$ cat src/hdl/rob_cfg_pkg.sv
/*
  reorder buffer sizing shared by the design and testbench
  index, pointer and occupancy types derive from ROB_DEPTH
*/
package rob_cfg_pkg;

  // ==========================================================================
  // sizes
  // ==========================================================================
  localparam int ROB_DEPTH  = 16;
  localparam int DISP_WIDTH = 2;
  localparam int CMT_WIDTH  = 2;

  // derived widths
  localparam int IDX_W = $clog2(ROB_DEPTH);
  localparam int PTR_W = IDX_W + 1;

  // ==========================================================================
  // types
  // ==========================================================================
  // entry index into the buffer
  typedef logic [IDX_W-1:0] rob_idx_t;

  // index plus wrap bit
  typedef logic [PTR_W-1:0] rob_ptr_t;

  // occupancy, reaches ROB_DEPTH when full
  typedef logic [PTR_W-1:0] rob_cnt_t;

endpackage

$ cat src/hdl/rob_op_pkg.sv
/*
  instruction level definitions: pc type, class codes
  and the exception vector used as flush target
*/
package rob_op_pkg;

  // instruction address
  typedef logic [31:0] pc_t;

  // instruction class
  typedef logic [1:0] rob_type_t;

  // ==========================================================================
  // class codes
  // ==========================================================================
  localparam rob_type_t TYPE_ALU = 2'd0;
  localparam rob_type_t TYPE_BR  = 2'd1;
  localparam rob_type_t TYPE_MEM = 2'd2;

  // ==========================================================================
  // flush targets
  // ==========================================================================
  // all exceptions redirect here
  localparam pc_t EXC_VECTOR = 32'h0000_0180;

endpackage

$ cat src/hdl/alloc_if.sv
/*
  two-slot allocation group from the dispatch stage into the reorder buffer
  a group moves at the edge where ready is high and any valid bit is set
*/
`timescale 1ns/100ps

interface alloc_if
  import rob_cfg_pkg::*, rob_op_pkg::*;
();

  logic      [DISP_WIDTH-1:0] valid;
  pc_t       [DISP_WIDTH-1:0] pc;
  rob_type_t [DISP_WIDTH-1:0] itype;
  logic      [DISP_WIDTH-1:0] excp;
  // buffer has room for a full group
  logic                       ready;

  modport disp (
    output valid, pc, itype, excp,
    input  ready
  );

  modport rob (
    input  valid, pc, itype, excp,
    output ready
  );

endinterface

$ cat src/hdl/wb_if.sv
/*
  one alu write-back port into the reorder buffer
  always accepted, so it has no ready
*/
`timescale 1ns/100ps

interface wb_if
  import rob_cfg_pkg::*, rob_op_pkg::*;
();

  logic     valid;
  rob_idx_t rob_idx;
  // branch mispredicted, target holds the fetch address to resume at
  logic     redirect;
  pc_t      target;

  modport src (
    output valid, rob_idx, redirect, target
  );

  modport rob (
    input  valid, rob_idx, redirect, target
  );

endinterface

$ cat src/hdl/cmt_if.sv
/*
  two commit slots from the reorder buffer into the retire stage
  slots are consumed at the next edge, flush comes back in the same cycle
*/
`timescale 1ns/100ps

interface cmt_if
  import rob_cfg_pkg::*, rob_op_pkg::*;
();

  logic [CMT_WIDTH-1:0] valid;
  pc_t  [CMT_WIDTH-1:0] pc;
  logic [CMT_WIDTH-1:0] excp;
  logic [CMT_WIDTH-1:0] redirect;
  pc_t  [CMT_WIDTH-1:0] target;
  logic                 flush;

  modport rob (
    output valid, pc, excp, redirect, target,
    input  flush
  );

  modport ret (
    input  valid, pc, excp, redirect, target,
    output flush
  );

endinterface

$ cat src/hdl/rob_dispatch.sv
/*
  dispatch register stage between decode and the reorder buffer
  holds one decode group while the buffer is full, emptied by a flush
*/
`timescale 1ns/100ps

module rob_dispatch
  import rob_cfg_pkg::*, rob_op_pkg::*;
(
  input  logic                       clk,
  input  logic                       rst_n,
  // decode side
  input  logic      [DISP_WIDTH-1:0] in_valid,
  input  pc_t       [DISP_WIDTH-1:0] in_pc,
  input  rob_type_t [DISP_WIDTH-1:0] in_type,
  input  logic      [DISP_WIDTH-1:0] in_excp,
  output logic                       in_ready,
  // toward the buffer
  alloc_if.disp                      alloc,
  input  logic                       flush
);

  logic [DISP_WIDTH-1:0] valid_q;
  logic                  run_q;
  logic                  empty;
  logic                  take;

  // ==========================================================================
  // handshake
  // ==========================================================================
  assign empty    = ~|valid_q;
  assign take     = alloc.ready & ~empty;
  // new fetch is not accepted while the pipeline flushes
  assign in_ready = run_q & ~flush & (empty | take);

  // ==========================================================================
  // group register
  // ==========================================================================
  always_ff @(posedge clk or negedge rst_n) begin
    if (!rst_n) begin
      run_q   <= 1'b0;
      valid_q <= '0;
    end else begin
      run_q <= 1'b1;
      if (flush) begin
        valid_q <= '0;
      end else if (in_ready) begin
        valid_q <= in_valid;
      end
    end
  end

  always_ff @(posedge clk) begin
    if (in_ready && |in_valid) begin
      alloc.pc    <= in_pc;
      alloc.itype <= in_type;
      alloc.excp  <= in_excp;
    end
  end

  assign alloc.valid = valid_q;

endmodule

$ cat src/hdl/rob_buffer.sv
/*
  16-entry reorder buffer: in-order allocation, out-of-order write-back
  and selection of up to two in-order commit slots per cycle
*/
`timescale 1ns/100ps

module rob_buffer
  import rob_cfg_pkg::*, rob_op_pkg::*;
(
  input  logic     clk,
  input  logic     rst_n,
  alloc_if.rob     alloc,
  wb_if.rob        wb0,
  wb_if.rob        wb1,
  // memory write-back
  input  logic     mem_valid,
  input  rob_idx_t mem_idx,
  input  logic     mem_is_store,
  input  logic     mem_excp,
  output logic     mem_ready,
  cmt_if.rob       cmt
);

  // ==========================================================================
  // entry storage and pointers
  // ==========================================================================
  pc_t                  pc_q    [ROB_DEPTH];
  rob_type_t            type_q  [ROB_DEPTH];
  pc_t                  tgt_q   [ROB_DEPTH];
  logic [ROB_DEPTH-1:0] cmpl_q;
  logic [ROB_DEPTH-1:0] excp_q;
  logic [ROB_DEPTH-1:0] redir_q;

  rob_ptr_t head_q;
  rob_ptr_t tail_q;
  rob_cnt_t cnt_q;
  logic     run_q;

  rob_idx_t                 head_idx;
  rob_idx_t                 tail_idx;
  rob_idx_t [DISP_WIDTH-1:0] alloc_idx;
  rob_idx_t [CMT_WIDTH-1:0]  cmt_idx;
  logic                     alloc_take;
  rob_cnt_t                 alloc_n;
  rob_cnt_t                 cmt_n;
  logic                     mem_take;
  logic                     slot1_blk;

  assign head_idx = head_q[IDX_W-1:0];
  assign tail_idx = tail_q[IDX_W-1:0];

  // ==========================================================================
  // allocation
  // ==========================================================================
  // room for a whole group, nothing enters during a flush
  assign alloc.ready = run_q & ~cmt.flush & (cnt_q <= rob_cnt_t'(ROB_DEPTH - DISP_WIDTH));
  assign alloc_take  = alloc.ready & |alloc.valid;

  // only valid slots consume an index
  assign alloc_idx[0] = tail_idx;
  assign alloc_idx[1] = tail_idx + rob_idx_t'(alloc.valid[0]);
  assign alloc_n = alloc_take ?
                   rob_cnt_t'(alloc.valid[0]) + rob_cnt_t'(alloc.valid[1]) : '0;

  // stores wait until they are the oldest entry
  assign mem_ready = run_q & (~mem_is_store | (mem_idx == head_idx));
  assign mem_take  = mem_valid & mem_ready;

  // ==========================================================================
  // commit selection
  // ==========================================================================
  assign cmt_idx[0] = head_idx;
  assign cmt_idx[1] = head_idx + rob_idx_t'(1);

  // one branch per group, nothing behind a redirect or exception
  assign slot1_blk = (type_q[cmt_idx[0]] == TYPE_BR) | redir_q[cmt_idx[0]] |
                     excp_q[cmt_idx[0]];

  assign cmt.valid[0] = (cnt_q != '0) & cmpl_q[cmt_idx[0]];
  assign cmt.valid[1] = cmt.valid[0] & (cnt_q >= rob_cnt_t'(2)) &
                        cmpl_q[cmt_idx[1]] & ~slot1_blk;

  always_comb begin
    for (int i = 0; i < CMT_WIDTH; i++) begin
      cmt.pc[i]       = pc_q[cmt_idx[i]];
      cmt.excp[i]     = excp_q[cmt_idx[i]];
      cmt.redirect[i] = redir_q[cmt_idx[i]];
      cmt.target[i]   = tgt_q[cmt_idx[i]];
    end
  end

  assign cmt_n = rob_cnt_t'(cmt.valid[0]) + rob_cnt_t'(cmt.valid[1]);

  // ==========================================================================
  // pointers and completion state
  // ==========================================================================
  always_ff @(posedge clk or negedge rst_n) begin
    if (!rst_n) begin
      run_q  <= 1'b0;
      head_q <= '0;
      tail_q <= '0;
      cnt_q  <= '0;
      cmpl_q <= '0;
    end else begin
      run_q <= 1'b1;
      for (int i = 0; i < DISP_WIDTH; i++) begin
        // known exception counts as already executed
        if (alloc_take && alloc.valid[i]) begin
          cmpl_q[alloc_idx[i]] <= alloc.excp[i];
        end
      end
      if (wb0.valid) begin
        cmpl_q[wb0.rob_idx] <= 1'b1;
      end
      if (wb1.valid) begin
        cmpl_q[wb1.rob_idx] <= 1'b1;
      end
      if (mem_take) begin
        cmpl_q[mem_idx] <= 1'b1;
      end
      if (cmt.flush) begin
        head_q <= '0;
        tail_q <= '0;
        cnt_q  <= '0;
      end else begin
        head_q <= head_q + rob_ptr_t'(cmt_n);
        tail_q <= tail_q + rob_ptr_t'(alloc_n);
        cnt_q  <= cnt_q + alloc_n - cmt_n;
      end
    end
  end

  // entry payload
  always_ff @(posedge clk) begin
    for (int i = 0; i < DISP_WIDTH; i++) begin
      if (alloc_take && alloc.valid[i]) begin
        pc_q[alloc_idx[i]]    <= alloc.pc[i];
        type_q[alloc_idx[i]]  <= alloc.itype[i];
        excp_q[alloc_idx[i]]  <= alloc.excp[i];
        redir_q[alloc_idx[i]] <= 1'b0;
      end
    end
    if (wb0.valid) begin
      redir_q[wb0.rob_idx] <= wb0.redirect;
      tgt_q[wb0.rob_idx]   <= wb0.target;
    end
    if (wb1.valid) begin
      redir_q[wb1.rob_idx] <= wb1.redirect;
      tgt_q[wb1.rob_idx]   <= wb1.target;
    end
    if (mem_take) begin
      excp_q[mem_idx]  <= mem_excp;
      redir_q[mem_idx] <= 1'b0;
    end
  end

endmodule

$ cat src/hdl/rob_retire.sv
/*
  retire stage: decides the pipeline flush from the commit slots
  and registers the retire group together with the flush request
*/
`timescale 1ns/100ps

module rob_retire
  import rob_cfg_pkg::*, rob_op_pkg::*;
(
  input  logic                 clk,
  input  logic                 rst_n,
  cmt_if.ret                   cmt,
  output logic [CMT_WIDTH-1:0] ret_valid,
  output pc_t  [CMT_WIDTH-1:0] ret_pc,
  output logic [CMT_WIDTH-1:0] ret_excp,
  output logic                 flush_o,
  output pc_t                  flush_pc
);

  logic [CMT_WIDTH-1:0] slot_flush;
  pc_t                  flush_tgt;

  // ==========================================================================
  // flush decision
  // ==========================================================================
  assign slot_flush = cmt.valid & (cmt.excp | cmt.redirect);
  assign cmt.flush  = |slot_flush;

  // slot 0 is older, so it wins
  always_comb begin
    if (slot_flush[0]) begin
      flush_tgt = cmt.excp[0] ? EXC_VECTOR : cmt.target[0];
    end else begin
      flush_tgt = cmt.excp[1] ? EXC_VECTOR : cmt.target[1];
    end
  end

  // ==========================================================================
  // retire registers
  // ==========================================================================
  always_ff @(posedge clk or negedge rst_n) begin
    if (!rst_n) begin
      ret_valid <= '0;
      ret_excp  <= '0;
      flush_o   <= 1'b0;
    end else begin
      ret_valid <= cmt.valid;
      ret_excp  <= cmt.valid & cmt.excp;
      flush_o   <= cmt.flush;
    end
  end

  always_ff @(posedge clk) begin
    ret_pc   <= cmt.pc;
    flush_pc <= flush_tgt;
  end

endmodule

$ cat src/hdl/rob_core_top.sv
/*
  retirement side of a two-wide core: dispatch register, reorder buffer
  and retire stage, with execution units attached through plain ports
*/
`timescale 1ns/100ps

module rob_core_top
  import rob_cfg_pkg::*, rob_op_pkg::*;
(
  input  logic                       clk,
  input  logic                       rst_n,
  // decode group
  input  logic      [DISP_WIDTH-1:0] in_valid,
  input  pc_t       [DISP_WIDTH-1:0] in_pc,
  input  rob_type_t [DISP_WIDTH-1:0] in_type,
  input  logic      [DISP_WIDTH-1:0] in_excp,
  output logic                       in_ready,
  // alu write-back ports
  input  logic                       wb0_valid,
  input  rob_idx_t                   wb0_idx,
  input  logic                       wb0_redirect,
  input  pc_t                        wb0_target,
  input  logic                       wb1_valid,
  input  rob_idx_t                   wb1_idx,
  input  logic                       wb1_redirect,
  input  pc_t                        wb1_target,
  // memory write-back
  input  logic                       mem_valid,
  input  rob_idx_t                   mem_idx,
  input  logic                       mem_is_store,
  input  logic                       mem_excp,
  output logic                       mem_ready,
  // retire
  output logic      [CMT_WIDTH-1:0]  ret_valid,
  output pc_t       [CMT_WIDTH-1:0]  ret_pc,
  output logic      [CMT_WIDTH-1:0]  ret_excp,
  output logic                       flush,
  output pc_t                        flush_pc
);

  alloc_if alloc ();
  wb_if    wb0 ();
  wb_if    wb1 ();
  cmt_if   cmt ();

  assign wb0.valid    = wb0_valid;
  assign wb0.rob_idx  = wb0_idx;
  assign wb0.redirect = wb0_redirect;
  assign wb0.target   = wb0_target;
  assign wb1.valid    = wb1_valid;
  assign wb1.rob_idx  = wb1_idx;
  assign wb1.redirect = wb1_redirect;
  assign wb1.target   = wb1_target;

  // ==========================================================================
  // stages
  // ==========================================================================
  rob_dispatch u_dispatch (
    .clk      (clk),
    .rst_n    (rst_n),
    .in_valid (in_valid),
    .in_pc    (in_pc),
    .in_type  (in_type),
    .in_excp  (in_excp),
    .in_ready (in_ready),
    .alloc    (alloc.disp),
    .flush    (cmt.flush)
  );

  rob_buffer u_buffer (
    .clk          (clk),
    .rst_n        (rst_n),
    .alloc        (alloc.rob),
    .wb0          (wb0.rob),
    .wb1          (wb1.rob),
    .mem_valid    (mem_valid),
    .mem_idx      (mem_idx),
    .mem_is_store (mem_is_store),
    .mem_excp     (mem_excp),
    .mem_ready    (mem_ready),
    .cmt          (cmt.rob)
  );

  rob_retire u_retire (
    .clk       (clk),
    .rst_n     (rst_n),
    .cmt       (cmt.ret),
    .ret_valid (ret_valid),
    .ret_pc    (ret_pc),
    .ret_excp  (ret_excp),
    .flush_o   (flush),
    .flush_pc  (flush_pc)
  );

endmodule

$ cat config.mk
export PLATFORM = sky130hd
export DESIGN_NAME = rob_core_top
export DESIGN_NICKNAME = d
export VERILOG_FILES = /design/src/hdl/rob_cfg_pkg.sv /design/src/hdl/rob_op_pkg.sv /design/src/hdl/alloc_if.sv /design/src/hdl/wb_if.sv /design/src/hdl/cmt_if.sv /design/src/hdl/rob_dispatch.sv /design/src/hdl/rob_buffer.sv /design/src/hdl/rob_retire.sv /design/src/hdl/rob_core_top.sv
export SDC_FILE = /design/constraint.sdc
export NUM_CORES = 2
export LEC_CHECK = 0
export ABC_CLOCK_PERIOD_IN_PS = 21000
export BUFFER_PORTS_ARGS = -buffer_cell sky130_fd_sc_hd__buf_2
export CAP_MARGIN = 20
export CORE_ASPECT_RATIO = 1.4
export CORE_MARGIN = 4
export CORE_UTILIZATION = 55
export CTS_CLUSTER_SIZE = 28
export DETAILED_ROUTE_END_ITERATION = 6
export GPL_ROUTABILITY_DRIVEN = 0
export PLACE_DENSITY = 0.72
export SYNTH_ARGS = -nofsm -noshare
export SYNTH_HDL_FRONTEND = slang
export SYNTH_SLANG_ARGS = --single-unit
export TNS_END_PERCENT = 100
$ cat constraint.sdc
create_clock -name clk -period 21 [get_ports clk]
set_input_delay 4.2 -clock clk [delete_from_list [all_inputs] [get_ports clk]]
set_output_delay 4.2 -clock clk [all_outputs]
set_load 0.01 [all_outputs]
== Yosys cells after proc, flatten, opt, wreduce, memory -nomap -nowiden ==
Memory sizes are Yosys's and may differ from the RTL's. A register that Yosys moved wholly into a read port is not among the register bits.
Cells that the tools add are included.
Cells by class
  add/sub/neg operators: 8
  $mul: 0
  div/mod/pow operators: 0
  magnitude comparators: 14
  equal/unequal tests: 2
  shift-type cells: 0
  mux-type cells: 59
  bitwise operators: 29
  reductions and logical operators: 14
Operator list (number)
  16-bit 2-to-1 mux: 13
  16-bit bitwise mux: 7
  32-bit 2-to-1 mux: 3
  16-bit AND: 3
  16-bit NOT: 3
  16-bit bitwise OR: 3
  4-bit by 5-bit < comparator with 1-bit output (second input constant): 7
  1-bit binary-select mux with 4-bit select: 6
  1-bit demux with 4-bit select: 5
  4-bit by 1-bit greater-or-equal comparator with 1-bit output (second input constant): 5
  5-bit 2-to-1 mux: 4
  1-bit 2-to-1 mux: 19
  5-bit adder: 3
  1-bit AND: 10
  1-bit logical AND: 8
  2-bit OR reduction: 3
  5-bit by 2-bit greater-or-equal comparator with 1-bit output (second input constant): 1
  5-bit by 4-bit <= comparator with 1-bit output (second input constant): 1
  5-bit nonzero test: 1
  5-bit subtractor: 1
  1-bit by 1-bit adder with 2-bit output: 2
  4-bit by 1-bit adder with 4-bit output: 1
  4-bit by 1-bit adder with 4-bit output (second input constant): 1
  2-bit AND: 2
  other kinds (8): 14
Storage, ports and cells
  flip-flop bits (word level): 173
  bits in latches: 0
  RAM bits: 1056
  memory bits (read-only): 0
  input bits: 157
  output and inout port bits: 103
  logic and storage cells: 146
  memories kept: 3
Memory list
  u_buffer.pc_q: depth 16, width 32, rd ports 2, clocked after Yosys merged registers in 2, wr ports 2, line rob_buffer.sv:27  | pc_t pc_q [ROB_DEPTH];
  u_buffer.tgt_q: depth 16, width 32, rd ports 2, clocked after Yosys merged registers in 0, wr ports 2, line rob_buffer.sv:29  | pc_t tgt_q [ROB_DEPTH];
  u_buffer.type_q: depth 16, width 2, rd ports 1, clocked after Yosys merged registers in 0, wr ports 2, line rob_buffer.sv:28  | rob_type_t type_q [ROB_DEPTH];

== Depth between registers and ports, before layout ==
  depth in word-level cells: 22
  mapped depth: 21
  gate-level depth less buffers: 19

== Modules after synthesis ==
Synthesis repeated with hierarchy kept, for this count alone.
Second synthesis, totals
  cell total of the unflattened synthesis: 5281
  area, all modules: 71248.3 µm²
By module, submodules not included
  rob_buffer: times used 1, cells an instance 4937, area an instance 65696.8 µm², seq. area each 33101.7 µm²
  rob_retire: times used 1, cells an instance 260, area an instance 3304.4 µm², seq. area each 2047.0 µm²
  rob_dispatch: times used 1, cells an instance 84, area an instance 2247.2 µm², seq. area each 2177.1 µm²

== Least setup slack after synthesis ==
OpenSTA, ideal clock, no wires.
  path kind: in2out
  start point: input mem_idx[1]
  end point: output mem_ready
  arrival: 5077 ps
  required time: 16800 ps
  path slack: 11723 ps
  stages on the path: 4
  path buffers: 1
  cells stage by stage: clkbuf_1 > xnor2_1 > nand4_1 > a21boi_0
On the way
  longest elaborated chain between the ends: 3
RTL lines
  from (decl): line rob_core_top.sv:29  | input rob_idx_t mem_idx,
  4-bit equality test: line rob_buffer.sv:66  | assign mem_ready = run_q & (~mem_is_store | (mem_idx == head_idx));
  1-bit bitwise OR: line rob_buffer.sv:66
  1-bit AND: line rob_buffer.sv:66
  to (decl): line rob_core_top.sv:32  | output logic mem_ready,
Every way passes these cells.

== Worst setup path in the final report ==
  start point: register u_buffer.head_q[0]
  end point: output in_ready
On the way
  longest elaborated chain between the ends: 14
  elaborated cells between the ends (all ways): 31
  those cells by class: add/sub: 1; eq/ne: 1; mux: 12; bitwise: 15; reduce/logical: 1; memory: 1
RTL lines
  from (decl): line rob_buffer.sv:34  | rob_ptr_t head_q;
  from (signal assigned): line rob_buffer.sv:126  | head_q <= head_q + rob_ptr_t'(cmt_n);
  branches (longest 6 deep; another with 4-bit by 1-bit adder with 4-bit output)
  2-bit AND (*): line rob_retire.sv:26  | assign slot_flush = cmt.valid & (cmt.excp | cmt.redirect);
  2-bit OR reduction (*): line rob_retire.sv:27  | assign cmt.flush = |slot_flush;
  1-bit NOT (*): line rob_dispatch.sv:34, rob_buffer.sv:56
  1-bit AND (*): line rob_buffer.sv:56  | assign alloc.ready = run_q & ~cmt.flush & (cnt_q <= rob_cnt_t'(ROB_DEPTH - DISP_WIDTH));
  1-bit AND: line rob_buffer.sv:56
  1-bit AND: line rob_dispatch.sv:32  | assign take = alloc.ready & ~empty;
  1-bit bitwise OR: line rob_dispatch.sv:34  | assign in_ready = run_q & ~flush & (empty | take);
  1-bit AND (*): line rob_dispatch.sv:34
  to (decl): line rob_core_top.sv:17  | output logic in_ready,
Mark *: on every way between the ends. The select of a mux whose other input is x is not followed.

==> out/summary.txt <==
SETUP PATH
------------------------------------------------------------------------------------------------------
Data required time of the critical path .................................................     16.80 ns
End point of the critical path ..........................................................     in_ready
Signal arrival time at the worst endpoint ...............................................      5.85 ns
Maximum fanout along the worst path .....................................................           53
Family of cells with the greatest summed delay on the critical path ..................... buffers and inverters
Crit path kind .......................................................................... flop to primary output
Critical-path cell with the highest stage delay ......................................... sky130_fd_sc_hd__dfrtp_4
Capturing point of the worst reg2reg path ............................................... u_buffer.pc_q[3][15]
Crit-path most repeated cell ............................................................ sky130_fd_sc_hd__buf_4
Cell count along the critical path ......................................................           12
Beginning of the worst register-to-register path ........................................ u_buffer.head_q[0]
Critical path startpoint ................................................................ u_buffer.head_q[0]
R2R setup slack .........................................................................     14.12 ns
CP startpoint kind ......................................................................         flop
Stage delay of the slowest cell on the critical path ....................................      0.97 ns
Cell-by-cell trace of the critical path ................................................. ha_4, buf_4, mux4_2, mux2_2, nand3_1, a32oi_1, a21boi_2, buf_4, nor2_4, buf_4, nor2_1, buf_2
Sum of buffers and inverters on the critical path .......................................            4
Kind of end point of the critical path .................................................. primary output
Worst r2r path cells ....................................................................           13

STA
------------------------------------------------------------------------------------------------------
Final count of hold timing violations ...................................................            0
Slew at the pin with the worst max-slew slack ...........................................      1.17 ns
Final slew viol count ...................................................................            0
Setup Viol. Count Final .................................................................            0
Final Critical Period ...................................................................     10.05 ns
Share of the cycle needed by the critical path after routing ............................        47.9%
Headroom to the max-slew limit ..........................................................        21.8%
Setup skew after layout .................................................................    0.0295 ns
Unrepaired setup endpoints after global routing .........................................           no
FMAX ....................................................................................     99.5 MHz
Total negative slack for setup checks ...................................................         0 ns

ROUTING
------------------------------------------------------------------------------------------------------
Remaining antenna violation count after routing .........................................            0
Final Routed Wirelength .................................................................       222 mm
Wire length per cell ....................................................................      32.2 µm
DRT Pass-1 Iters ........................................................................            6
Count of routing violations after the opening detailed-route iteration ..................        6,685
DRC violations left .....................................................................            0
Number of vias per cell after detailed routing ..........................................         6.90
Via Count ...............................................................................       47,400

CLOCK TREE
------------------------------------------------------------------------------------------------------
Number of hold buffers added after cts ..................................................            0
Count of buffers added by post-CTS timing repair for setup ..............................            0
CTS tree ................................................................................          yes
Maximum buffer depth of the clock tree ..................................................            3
Clock transition at the register clock pins on the worst setup and hold paths after CTS .      0.07 ns
H-tree depth reported by CTS ............................................................            4
Number of buffers created by CTS ........................................................          133
Num Clock Sinks .........................................................................        1,291
Worst-Skew Late Latency .................................................................      0.82 ns
Root Buffer Master ...................................................................... sky130_fd_sc_hd__clkbuf_16
Post-CTS sizing .........................................................................            0

YOSYS
------------------------------------------------------------------------------------------------------
Share of synthesized area occupied by flip-flops and latches ............................        53.2%
Post-synth EDFFs ........................................................................        1,126
Number of unique standard cell types used by synthesis ..................................           89
Most used DFF post-synth ................................................................ sky130_fd_sc_hd__edfxtp_1
Mapped Area .............................................................................   0.0702 mm²
Net count after synthesis ...............................................................        5,255
Post-synthesis cell count ...............................................................        5,074
Post-synthesis sequential element count .................................................        1,291
Post-Syn Area per Cell ..................................................................     13.8 µm²
Async set or reset register ratio after synthesis .......................................        2.87%
Yosys synthesis warning count ...........................................................            0

MIN PATH
------------------------------------------------------------------------------------------------------
Hold crit path type ..................................................................... flop to flop

FLOORPLAN
------------------------------------------------------------------------------------------------------
Height of the die .......................................................................       431 µm
Core Rows ...............................................................................          154
Initial core utilization ................................................................        55.6%
Count of pins on the block boundary .....................................................          260
Core outline area .......................................................................    0.126 mm²
Floorplan die area ......................................................................    0.133 mm²
X dimension of the die ..................................................................       310 µm

OUTCOME
------------------------------------------------------------------------------------------------------
Result of the run ....................................................................... finished, final reports clean

GLOBAL ROUTE
------------------------------------------------------------------------------------------------------
Overall overflow remaining after global route ...........................................            0
Initial antenna violation count .........................................................           30
Vias in the first global route ..........................................................       47,100
Overall global routing resource usage ...................................................        33.2%
Global-route wire length before repair ..................................................       319 mm
Pin count of the biggest net entering global routing ....................................          142

LAYOUT
------------------------------------------------------------------------------------------------------
Synth-to-layout area growth .............................................................        9.95%
Commonest cells after routing, fill and taps aside ...................................... sky130_fd_sc_hd__nand2_1 (1,450), sky130_fd_sc_hd__edfxtp_1 (1,126), sky130_fd_sc_hd__mux4_2 (665), sky130_fd_sc_hd__mux2_2 (599), sky130_fd_sc_hd__buf_2 (259)
Layout net count ........................................................................        5,289
Leading cell type in the layout, fill and taps excluded ................................. sky130_fd_sc_hd__nand2_1
Fraction of final layout cells sized beyond drive strength 1 ............................        36.8%
Final Non-Filler Cells ..................................................................        6,876

PLACED DESIGN
------------------------------------------------------------------------------------------------------
Number of buffers inserted by port buffering ............................................          259
Final HPWL from detailed placement ......................................................       121 mm
Placed Cells ............................................................................        6,608

PWR
------------------------------------------------------------------------------------------------------
Ratio of total power to cell area .......................................................   115 mW/mm²
Leak pwr ................................................................................      27.4 nW
Worst voltage drop across the vdd grid ..................................................   0.000119 V

FLOW RUN
------------------------------------------------------------------------------------------------------
Number of violations of the max-capacitance limit .......................................            0

## routing by layer
| metal | part of all wire, % | routed length, µm | GRT usage (%) | vias up |
|---|---|---|---|---|
| met5 | 0.059 | 130 | 0 | - |
| met4 | 6.3 | 14100 | 17.8 | 20 |
| met3 | 12 | 26600 | 8.17 | 812 |
| met2 | 48 | 107000 | 54.1 | 3453 |
| met1 | 33 | 73800 | 41.2 | 23900 |
| li1 | - | - | - | 19300 |
## cell type report
| type | count | area, µm² |
|---|---|---|
| sequential | 1291 | 37300 |
| clock inverter | 54 | 493 |
| timing repair buffer | 371 | 2190 |
| multi-input combinational | 3219 | 30900 |
| antenna | 19 | 47.5 |
| fill | 9322 | 49100 |
| tap | 1638 | 2050 |
| clock buffer | 192 | 3760 |
| inverter | 92 | 350 |
## synthesized netlist by cell type (4+ instances only)
library cell | number | area, µm²
sky130_fd_sc_hd__nand2b_1 | 10 | 62.6
sky130_fd_sc_hd__o2111ai_1 | 9 | 78.8
sky130_fd_sc_hd__ha_1 | 20 | 250
sky130_fd_sc_hd__buf_2 | 66 | 330
sky130_fd_sc_hd__nand2_1 | 1478 | 5550
sky130_fd_sc_hd__o21ai_0 | 41 | 205
sky130_fd_sc_hd__buf_4 | 4 | 30.0
sky130_fd_sc_hd__a31oi_1 | 15 | 93.8
sky130_fd_sc_hd__dfrtp_1 | 37 | 926
sky130_fd_sc_hd__buf_1 | 52 | 195
sky130_fd_sc_hd__buf_6 | 14 | 158
sky130_fd_sc_hd__nor3b_1 | 7 | 52.6
sky130_fd_sc_hd__nand4_1 | 12 | 75.1
sky130_fd_sc_hd__inv_1 | 90 | 338
sky130_fd_sc_hd__dfxtp_1 | 128 | 2560
sky130_fd_sc_hd__o21a_1 | 5 | 37.5
sky130_fd_sc_hd__o22ai_1 | 40 | 250
sky130_fd_sc_hd__and3_1 | 13 | 81.3
sky130_fd_sc_hd__nand3_1 | 39 | 195
sky130_fd_sc_hd__a22oi_1 | 6 | 45.0
sky130_fd_sc_hd__xnor2_1 | 12 | 105
sky130_fd_sc_hd__and2_1 | 6 | 37.5
sky130_fd_sc_hd__nor2b_1 | 26 | 163
sky130_fd_sc_hd__fa_1 | 4 | 80.1
sky130_fd_sc_hd__a21o_1 | 4 | 30.0
sky130_fd_sc_hd__nor2_1 | 57 | 214
sky130_fd_sc_hd__clkbuf_1 | 336 | 1260
sky130_fd_sc_hd__nand3b_1 | 7 | 52.6
sky130_fd_sc_hd__o211ai_1 | 4 | 30.0
sky130_fd_sc_hd__a21oi_1 | 28 | 140
sky130_fd_sc_hd__nor3_1 | 14 | 70.1
sky130_fd_sc_hd__or3_1 | 10 | 62.6
sky130_fd_sc_hd__mux2_2 | 599 | 6750
sky130_fd_sc_hd__edfxtp_1 | 1126 | 33800
sky130_fd_sc_hd__mux4_2 | 665 | 15000
sky130_fd_sc_hd__o31ai_1 | 5 | 37.5
sky130_fd_sc_hd__xor2_1 | 5 | 43.8
## sequential cells by signal (all words and copies together), names as in the netlist
| register | count |
|---|---|
| u_buffer.type_q | 32 |
| u_buffer.pc_q | 512 |
| u_buffer.cnt_q | 5 |
| u_dispatch.alloc.pc | 64 |
| u_retire.ret_pc | 64 |
| u_retire.flush_pc | 32 |
| u_dispatch.alloc.excp | 2 |
| u_dispatch.alloc.itype | 4 |
| u_buffer.cmpl_q | 16 |
| u_retire.ret_excp | 2 |
| u_retire.flush_o | 1 |
| u_buffer.excp_q | 16 |
| u_buffer.head_q | 4 |
| u_dispatch.alloc.valid | 2 |
| u_buffer.run_q | 1 |
| u_buffer.redir_q | 16 |
| u_retire.ret_valid | 2 |
| u_buffer.tgt_q | 512 |
| u_buffer.tail_q | 4 |
## worst reg2reg max path, cell delays in order, from the launching register on
cell and delay [ns]:
sky130_fd_sc_hd__dfrtp_4 0.97, sky130_fd_sc_hd__ha_4 0.87, sky130_fd_sc_hd__buf_4 0.86, sky130_fd_sc_hd__mux4_2 0.64
sky130_fd_sc_hd__mux2_2 0.30, sky130_fd_sc_hd__nand3_1 0.09, sky130_fd_sc_hd__a32oi_1 0.11, sky130_fd_sc_hd__a21boi_2 0.14
sky130_fd_sc_hd__buf_4 0.28, sky130_fd_sc_hd__o21ai_4 0.07, sky130_fd_sc_hd__buf_4 0.34, sky130_fd_sc_hd__or4_4 0.97
sky130_fd_sc_hd__o21ai_4 0.20, sky130_fd_sc_hd__buf_4 0.63
## per-stage QoR
| stage | worst slack, ns | hold WS, ns | util [%] | power, mW | instance area [µm²] |
|---|---|---|---|---|---|
| after floorplan | 11.72 | 0.440 | - | 5.65 | 70200 |
| after global placement | 11.64 | 0.465 | 57.7 | 6.50 | 72800 |
| after detailed placement | 11.64 | 0.470 | 57.7 | 6.55 | 72800 |
| after CTS | 10.93 | 0.479 | 61.1 | 8.89 | 77100 |
| after global routing | 10.63 | 0.509 | 61.1 | 9.23 | 77100 |
| final | 10.95 | 0.488 | 61.1 | 8.87 | 77100 |
## cells by family (layout without fill, tap and decap cells)
| kind of cell | count (synthesis) | after routing | share of synthesized area, % |
|---|---|---|---|
| DFF | 1291 | 1291 | 53.2 |
| AOI/OAI and AO/OA | 198 | 198 | 1.94 |
| adders and majority gates | 24 | 24 | 0.471 |
| muxes | 1267 | 1267 | 31.0 |
| and+or+nand+nor | 1712 | 1712 | 9.87 |
| buffers and inverters | 564 | 709 | 3.31 |
| other | 1 | 20 | 0.00534 |
| xor gates and xnor gates | 17 | 17 | 0.212 |
## worst min-delay path by stage
stage	start	to	slack (ns)	cells past startpoint
after floorplan	u_buffer.excp_q[4]	u_buffer.excp_q[4]	0.44	2
after global placement	u_buffer.excp_q[1]	u_buffer.excp_q[1]	0.46	2
after CTS	u_buffer.excp_q[9]	u_buffer.excp_q[9]	0.48	2
final	u_buffer.excp_q[9]	u_buffer.excp_q[9]	0.49	2
after detailed placement	u_buffer.excp_q[9]	u_buffer.excp_q[9]	0.47	2
after global routing	u_buffer.excp_q[1]	u_buffer.excp_q[1]	0.51	2
## power breakdown
group	leakage [nW]	internal [mW]	total (mW)	switching [mW]
logic	13.6	1.52	3.06	1.54
registers	11.7	3.13	3.46	0.333
clock network	2.08	1.30	2.35	1.06
Note: power is estimated with default switching activity, not from simulation.
